==> config.mk <==
export PLATFORM = sky130hd
export DESIGN_NAME = axi_master_port
export DESIGN_NICKNAME = d
export VERILOG_FILES = /design/src/cpu_pkg.sv /design/src/axi_pkg.sv /design/src/axi_master_port.sv
export VERILOG_INCLUDE_DIRS = /design/src
export SDC_FILE = /design/constraint.sdc
export NUM_CORES = 1
export LEC_CHECK = 0
export BUFFER_PORTS_ARGS = -buffer_cell sky130_fd_sc_hd__buf_4
export CAP_MARGIN = 0
export CORE_AREA = 2 2 112 114
export DETAILED_ROUTE_END_ITERATION = 8
export DIE_AREA = 0 0 114 116
export PLACE_DENSITY = 0.65
export SETUP_SLACK_MARGIN = 0.15
export SYNTH_ARGS = -nofsm -noshare
export SYNTH_HDL_FRONTEND = slang
export SYNTH_SLANG_ARGS = --single-unit
==> constraint.sdc <==
create_clock -name clk -period 4.47 [get_ports clk]
set_input_delay 0.6705 -clock clk [delete_from_list [all_inputs] [get_ports clk]]
set_output_delay 0.6705 -clock clk [all_outputs]
set_load 0.02 [all_outputs]
==> src/axi_config.svh <==
`ifndef AXI_CONFIG_SVH
`define AXI_CONFIG_SVH

// AXI link widths
`define AXI_ADDR_BITS 32
`define AXI_DATA_BITS 32
`define AXI_STRB_BITS 4
`define AXI_LEN_BITS  4
`define AXI_SIZE_BITS 3
`define AXI_ID_BITS   4

// INCR burst
`define AXI_BURST_INC 2'b01

// Subsystem size
`define AXI_NUM_PORTS 2
`define SRAM_WORDS    1024

// CPU access sizes
`define CACHE_BYTE  3'b000
`define CACHE_HWORD 3'b001
`define CACHE_WORD  3'b010

`endif
==> src/cpu_pkg.sv <==
`include "axi_config.svh"

package cpu_pkg;

    typedef logic [2:0]                access_t;
    typedef logic [`AXI_ADDR_BITS-1:0] cpu_addr_t;
    typedef logic [`AXI_DATA_BITS-1:0] cpu_data_t;

    // Held by the CPU until stall drops
    typedef struct packed {
        logic      read;
        logic      write;
        access_t   write_type;
        cpu_addr_t addr;
        cpu_data_t wdata;
    } cpu_req_t;

    typedef struct packed {
        cpu_data_t rdata;
        logic      stall;
    } cpu_rsp_t;

endpackage

==> src/axi_pkg.sv <==
`include "axi_config.svh"

package axi_pkg;

    typedef logic [`AXI_ADDR_BITS-1:0] axi_addr_t;
    typedef logic [`AXI_DATA_BITS-1:0] axi_data_t;
    typedef logic [`AXI_STRB_BITS-1:0] axi_strb_t;
    typedef logic [`AXI_LEN_BITS-1:0]  axi_len_t;
    typedef logic [`AXI_SIZE_BITS-1:0] axi_size_t;
    typedef logic [`AXI_ID_BITS-1:0]   axi_id_t;
    typedef logic [1:0]                axi_resp_t;

    localparam axi_resp_t AXI_RESP_OKAY = 2'b00;

    // Address channel, shared layout for reads and writes
    typedef struct packed {
        logic       valid;
        axi_id_t    id;
        axi_addr_t  addr;
        axi_len_t   len;
        axi_size_t  size;
        logic [1:0] burst;
    } axi_ar_t;

    typedef axi_ar_t axi_aw_t;

    typedef struct packed {
        logic      valid;
        axi_data_t data;
        axi_strb_t strb;
        logic      last;
    } axi_w_t;

    typedef struct packed {
        logic      valid;
        axi_id_t   id;
        axi_resp_t resp;
    } axi_b_t;

    typedef struct packed {
        logic      valid;
        axi_id_t   id;
        axi_data_t data;
        axi_resp_t resp;
        logic      last;
    } axi_r_t;

    // Master side of the link
    typedef struct packed {
        axi_ar_t ar;
        axi_aw_t aw;
        axi_w_t  w;
        logic    bready;
        logic    rready;
    } axi_req_t;

    // Slave side of the link
    typedef struct packed {
        logic   arready;
        logic   awready;
        logic   wready;
        axi_b_t b;
        axi_r_t r;
    } axi_rsp_t;

endpackage

==> src/axi_master_port.sv <==
`timescale 1ns/10ps
`include "axi_config.svh"

module axi_master_port
    import axi_pkg::*;
    import cpu_pkg::*;
(
    input  logic     clk,
    input  logic     rst,
    input  cpu_req_t cpu_req,
    output cpu_rsp_t cpu_rsp,
    output axi_req_t axi_req,
    input  axi_rsp_t axi_rsp
);

    typedef enum logic [2:0] {
        ST_IDLE,
        ST_RADDR,
        ST_RDATA,
        ST_WADDR,
        ST_WDATA,
        ST_RESP
    } state_t;

    state_t    state_q;
    state_t    state_d;
    logic      armed;
    axi_data_t rdata_q;
    axi_strb_t strb;
    axi_data_t lane_data;
    logic      ar_done;
    logic      aw_done;
    logic      w_done;
    logic      b_done;
    logic      r_done;

    assign ar_done = axi_req.ar.valid & axi_rsp.arready;
    assign aw_done = axi_req.aw.valid & axi_rsp.awready;
    assign w_done  = axi_req.w.valid & axi_rsp.wready;
    assign b_done  = axi_rsp.b.valid & axi_req.bready;
    assign r_done  = axi_rsp.r.valid & axi_req.rready;

    always_ff @(posedge clk or negedge rst) begin
        if (!rst) begin
            state_q <= ST_IDLE;
            armed   <= 1'b0;
        end else begin
            state_q <= state_d;
            // Blocks requests during the first cycle out of reset
            armed   <= 1'b1;
        end
    end

    always_comb begin
        state_d = state_q;
        case (state_q)
            ST_IDLE: begin
                if (axi_req.ar.valid) begin
                    state_d = ar_done ? ST_RDATA : ST_RADDR;
                end else if (axi_req.aw.valid) begin
                    state_d = aw_done ? ST_WDATA : ST_WADDR;
                end
            end
            ST_RADDR: if (ar_done) state_d = ST_RDATA;
            ST_RDATA: if (r_done) state_d = ST_IDLE;
            ST_WADDR: if (aw_done) state_d = ST_WDATA;
            ST_WDATA: if (w_done) state_d = ST_RESP;
            default:  if (b_done) state_d = ST_IDLE;
        endcase
    end

    // Active-low byte strobes from size and low address bits
    // Low bytes of wdata copied onto every lane
    always_comb begin
        strb      = '1;
        lane_data = cpu_req.wdata;
        case (cpu_req.write_type)
            `CACHE_BYTE: begin
                strb[cpu_req.addr[1:0]] = 1'b0;
                lane_data = {(`AXI_STRB_BITS){cpu_req.wdata[7:0]}};
            end
            `CACHE_HWORD: begin
                strb[{cpu_req.addr[1], 1'b0} +: 2] = 2'b00;
                lane_data = {(`AXI_STRB_BITS/2){cpu_req.wdata[15:0]}};
            end
            `CACHE_WORD:  strb = '0;
            default:      strb = '1;
        endcase
    end

    always_comb begin
        axi_req = '0;
        axi_req.ar.valid = (state_q == ST_IDLE) ? (cpu_req.read & armed)
                                                : (state_q == ST_RADDR);
        axi_req.ar.id    = '0;
        axi_req.ar.addr  = cpu_req.addr;
        axi_req.ar.len   = '0;
        axi_req.ar.size  = axi_size_t'(2);
        axi_req.ar.burst = `AXI_BURST_INC;
        // Read wins when both are held
        axi_req.aw.valid = (state_q == ST_IDLE)
                         ? (cpu_req.write & ~cpu_req.read & armed)
                         : (state_q == ST_WADDR);
        axi_req.aw.id    = '0;
        axi_req.aw.addr  = cpu_req.addr;
        axi_req.aw.len   = '0;
        axi_req.aw.size  = axi_size_t'(2);
        axi_req.aw.burst = `AXI_BURST_INC;
        axi_req.w.valid  = (state_q == ST_WDATA);
        axi_req.w.data   = lane_data;
        axi_req.w.strb   = strb;
        axi_req.w.last   = 1'b1;
        axi_req.bready   = (state_q == ST_RESP) | w_done;
        axi_req.rready   = (state_q == ST_RDATA);
    end

    always_ff @(posedge clk) begin
        if (r_done) begin
            rdata_q <= axi_rsp.r.data;
        end
    end

    assign cpu_rsp.rdata = r_done ? axi_rsp.r.data : rdata_q;
    assign cpu_rsp.stall = (cpu_req.read & ~r_done) | (cpu_req.write & ~w_done);

endmodule

# Word level (Yosys, flattened, before mapping)

Cells that the tools add are included.

Order comparisons: 2
Multipliers: 0
Equality and inequality tests: 12
Divide/modulo/power cells: 0
Multiplexer cells: 17
$add $sub $neg: 1
Reduce and logical (&&, ||, !) cells: 5
Bitwise operators: 18
Shift-type cells: 2

Operator list:

| operator                 | count |
|---|---|
| $pmux W32 S2             | 1 |
| $mux W32                 | 1 |
| $mux W3                  | 8 |
| $pmux W3 S5              | 1 |
| $pmux W4 S3              | 1 |
| $and A1 B1 Y1            | 10 |
| $eq A3 B2 Y1 const B     | 3 |
| $not A4 Y4               | 2 |
| $eq A3 B1 Y1 const B     | 2 |
| $eq A3 B3 Y1 const B     | 2 |
| $logic_not A3 Y1         | 2 |
| $reduce_and A6 Y1        | 1 |
| $reduce_bool A6 Y1       | 1 |
| $ne A2 B1 Y1 const B     | 2 |
| $ne A2 B2 Y1 const B     | 2 |
| $neg A2 Y4               | 1 |
| $or A4 B4 Y4             | 1 |
| $shift A2 B4 Y4 const A  | 1 |
| $shiftx A2 B4 Y4 const A | 1 |
| $lt A2 B3 Y1 const B     | 1 |
| $mux W1                  | 3 |
| $ne A3 B3 Y1 const B     | 1 |
| $not A1 Y1               | 3 |
| $demux W1 S2             | 1 |
| 4 further kinds          | 5 |

Register bits: 36
Bits in read-only memories: 0
Memories: 0
Bits in latches: 0
Memory bits (writable): 0
Input bits: 121

# Logic depth before layout (Yosys ltp)

Depth after elaboration: 9
Gate-level depth with buffers: 6

# Worst setup path after synthesis

Ideal clock, no wire load.

Path type: input-to-output
Start: input port cpu_req[65] (netlist name)
End: output port axi_req[24] (netlist name)
Path buffers: 2
Cell stages on the path: 4
Data arrival time: 1750 ps
Setup slack: 2049 ps
Path through: clkbuf_1 -> nor2_1 -> buf_2 -> mux2_2

RTL lines:

| element            | line                  | text |
|---|---|---|
| start: declaration | axi_master_port.sv:10 | `input cpu_req_t cpu_req,` |
| end: declaration   | axi_master_port.sv:12 | `output axi_req_t axi_req,` |

==> impl_results.md <==
- Worst hold slack: 0.183 ns
- Seq/Total Area, Yosys: 28.4%
- Unrepaired setup endpoints after global routing: no
- Worst path slowest cell: dfrtp_1
- Worst skew pair latency: 0.28 ns
- CTS tree: yes
- Leak: 1.63 nW
- Clock buffer count from CTS: 5
- Pins Over Slew Limit: 0
- Power Total: 2.10 mW
- Worst slew margin: 56.0%
- Critical path's top delay family: buffers and inverters
- Fin area: 0.00342 mm2
- Core Footprint: 0.0119 mm2
- Initial Util: 21.9%
- Most common cell after layout, fill and taps aside: buf_4
- Final global-route overflow total: 0
- CP arrival: 2.18 ns
- CTS HTree Levels: 2
- CP bufs+invs: 3
- Synth Cell Area: 0.00261 mm2
- Fin crit share: 63.8%
- Setup TNS: 0 ns
- Seq cells post-synth: 36
- Residual DRC: 0
- Final WL: 7.34 mm
- Setup Fix Bufs, Post-CTS: 0
- Post-synth top flop: dfxtp_1
- Final setup viols: 0
- Hold WC Path Type: in2async
- Critical Path Source Type: flop
- Area after DPL: 0.00324 mm2
- Status: finished, final reports clean
- Post-route ant nets: 0
- Top cell type's share of synthesized area: 28.4%
- Sink Count: 36
- Crit path cell chain: inv_6 -> nand2_4 -> nor3b_4 -> buf_4 -> mux2_2 -> buf_4
- All-layer global routing usage: 10.1%
- Fmax: 351 MHz
- Ys async rst share: 11.1%
- DIE HEIGHT: 116 um
- Max clock buf depth: 2
- Crit end category: output port
- First-pass GRT wire length: 10.1 mm
- Synth top area cells: buf_4 28%, dfxtp_1 25%, mux2_2 20%, dfrtp_1 3.8%, mux2i_1 3.4%
- Routed len/inst: 14.6 um
- Area grow syn2layout: 31.0%
- Largest net degree at the start of global routing: 33
- Syn Area/Cell: 9.68 um2
- Pwr dens: 612 mW/mm2
- Peak per-stage delay on the critical path: 0.51 ns
- Global placement routability congestion: 0.865
- Synth Warn #: 0
- Worst Tran Pin Value: 0.657 ns
- Peak supply drop: 415 uV
- Hold Fails Final Rpt: 0
- Vias in the first global route: 1,941
- Post-synth top area cell: buf_4
- Hold_buf cts: 0
- Post-synth EDFFs: 0
- Critical path required time: 3.80 ns
- Maxcap violations: 0
- Nets: 472
- Clk pin slew, worst setup/hold paths: 0.05 ns
- Mapped Cells: 270
- Post-DP HPWL: 6.29 mm
- DRT Pass-1 Iters: 5
- Io pins: 286
- Post-synth cell types: 37
- CP Max Fanout: 32
- Vias per cell: 4.06
- Root Buffer Master: clkbuf_16
- Die width: 114 um
- Number of port buffers: 155
- Layout cell share with drive strength beyond 1: 63.4%
- Most frequent cells in the layout: 157 x buf_4, 46 x mux2_2, 32 x dfxtp_1
- Initial detailed-routing violation count: 75
- Die Area: 0.0132 mm2
- Tmin final: 2.85 ns
- Routed via count: 2,034
- Clk_skew: 0.00227 ns
- Crit Path Category: reg2out
- Post_cts resized: 0
- Initial antenna violation count: 3
- CP dominant cell by count: buf_4
- Placement Rows: 40
## cell usage after synthesis (all sizes together), types with 2 or more instances
cell type  count
buf          107
nand2          4
a21oi         14
dfrtp          4
nor4b          3
nor3           3
mux2          48
dfxtp         32
mux2i          9
or2b           2
conb           2
nor2          16
clkbuf         2
o21ai          7
inv            3
## per-stage QoR
stage / utilization [%] / setup WS (ns) / std cells
finish: 28.7 / 1.62 / 501
global route: 28.7 / 1.48 / 499
detailed placement: 27.2 / 1.76 / 491
floorplan: - / 2.05 / 296
global placement: 27.2 / 1.77 / 491
CTS: 28.7 / 1.58 / 499
## sequential cells by signal (all words and copies together), names as in the netlist
name	flops
state_q	3
armed	1
rdata_q	32
## routing by layer
metal / vias up / global-route usage [%] / wire, um
met5: - / 0 / 13
li1: 941 / - / -
met1: 902 / 9.43 / 2420
met4: 2 / 4.23 / 163
met2: 171 / 18.5 / 3750
met3: 18 / 5.23 / 995
## layout make-up
type	instances	area [um2]
diodes	2	5.00
repair buffers	157	1180
well taps	147	184
clock buffers	8	178
fillers	1267	8490
inverters	3	16.3
flip-flops and latches	36	741
multi-input cells	148	1120
## worst paths after layout
kind | from | end | slack (ns) | depth (start not counted)
max | state_q[2]$_DFFE_PN0P_ | cpu_rsp[1] | 1.62 | 6
min | rst | armed$_DFF_PN0_ | 0.18 | 1
max reg2reg | state_q[2]$_DFFE_PN0P_ | rdata_q[20]$_DFF_P_ | 2.61 | 5
min reg2reg | rdata_q[3]$_DFF_P_ | rdata_q[3]$_DFF_P_ | 0.46 | 1
max in group asynchronous | rst | state_q[0]$_DFFE_PN0P_ | 4.18 | 1
min in group clk | rdata_q[3]$_DFF_P_ | rdata_q[3]$_DFF_P_ | 0.46 | 1
## logic make-up (layout without fill, tap and decap cells)
group	after synthesis	in the layout	share of synthesized area [%]
muxes	57	57	24.1
buffers and inverters	112	168	32.5
and+or+nand+nor	34	34	7.90
DFF	36	36	28.4
other	2	30	0.287
AOI/OAI and AO/OA	29	29	6.85
## power by group
| part | internal [mW] | switching [mW] | leakage, nW |
|---|---|---|---|
| registers | 0.491 | 0.0800 | 0.318 |
| clock network | 0.271 | 0.129 | 0.0883 |
| logic | 0.537 | 0.587 | 1.22 |
No activity file was read; power rests on OpenSTA's default activity.
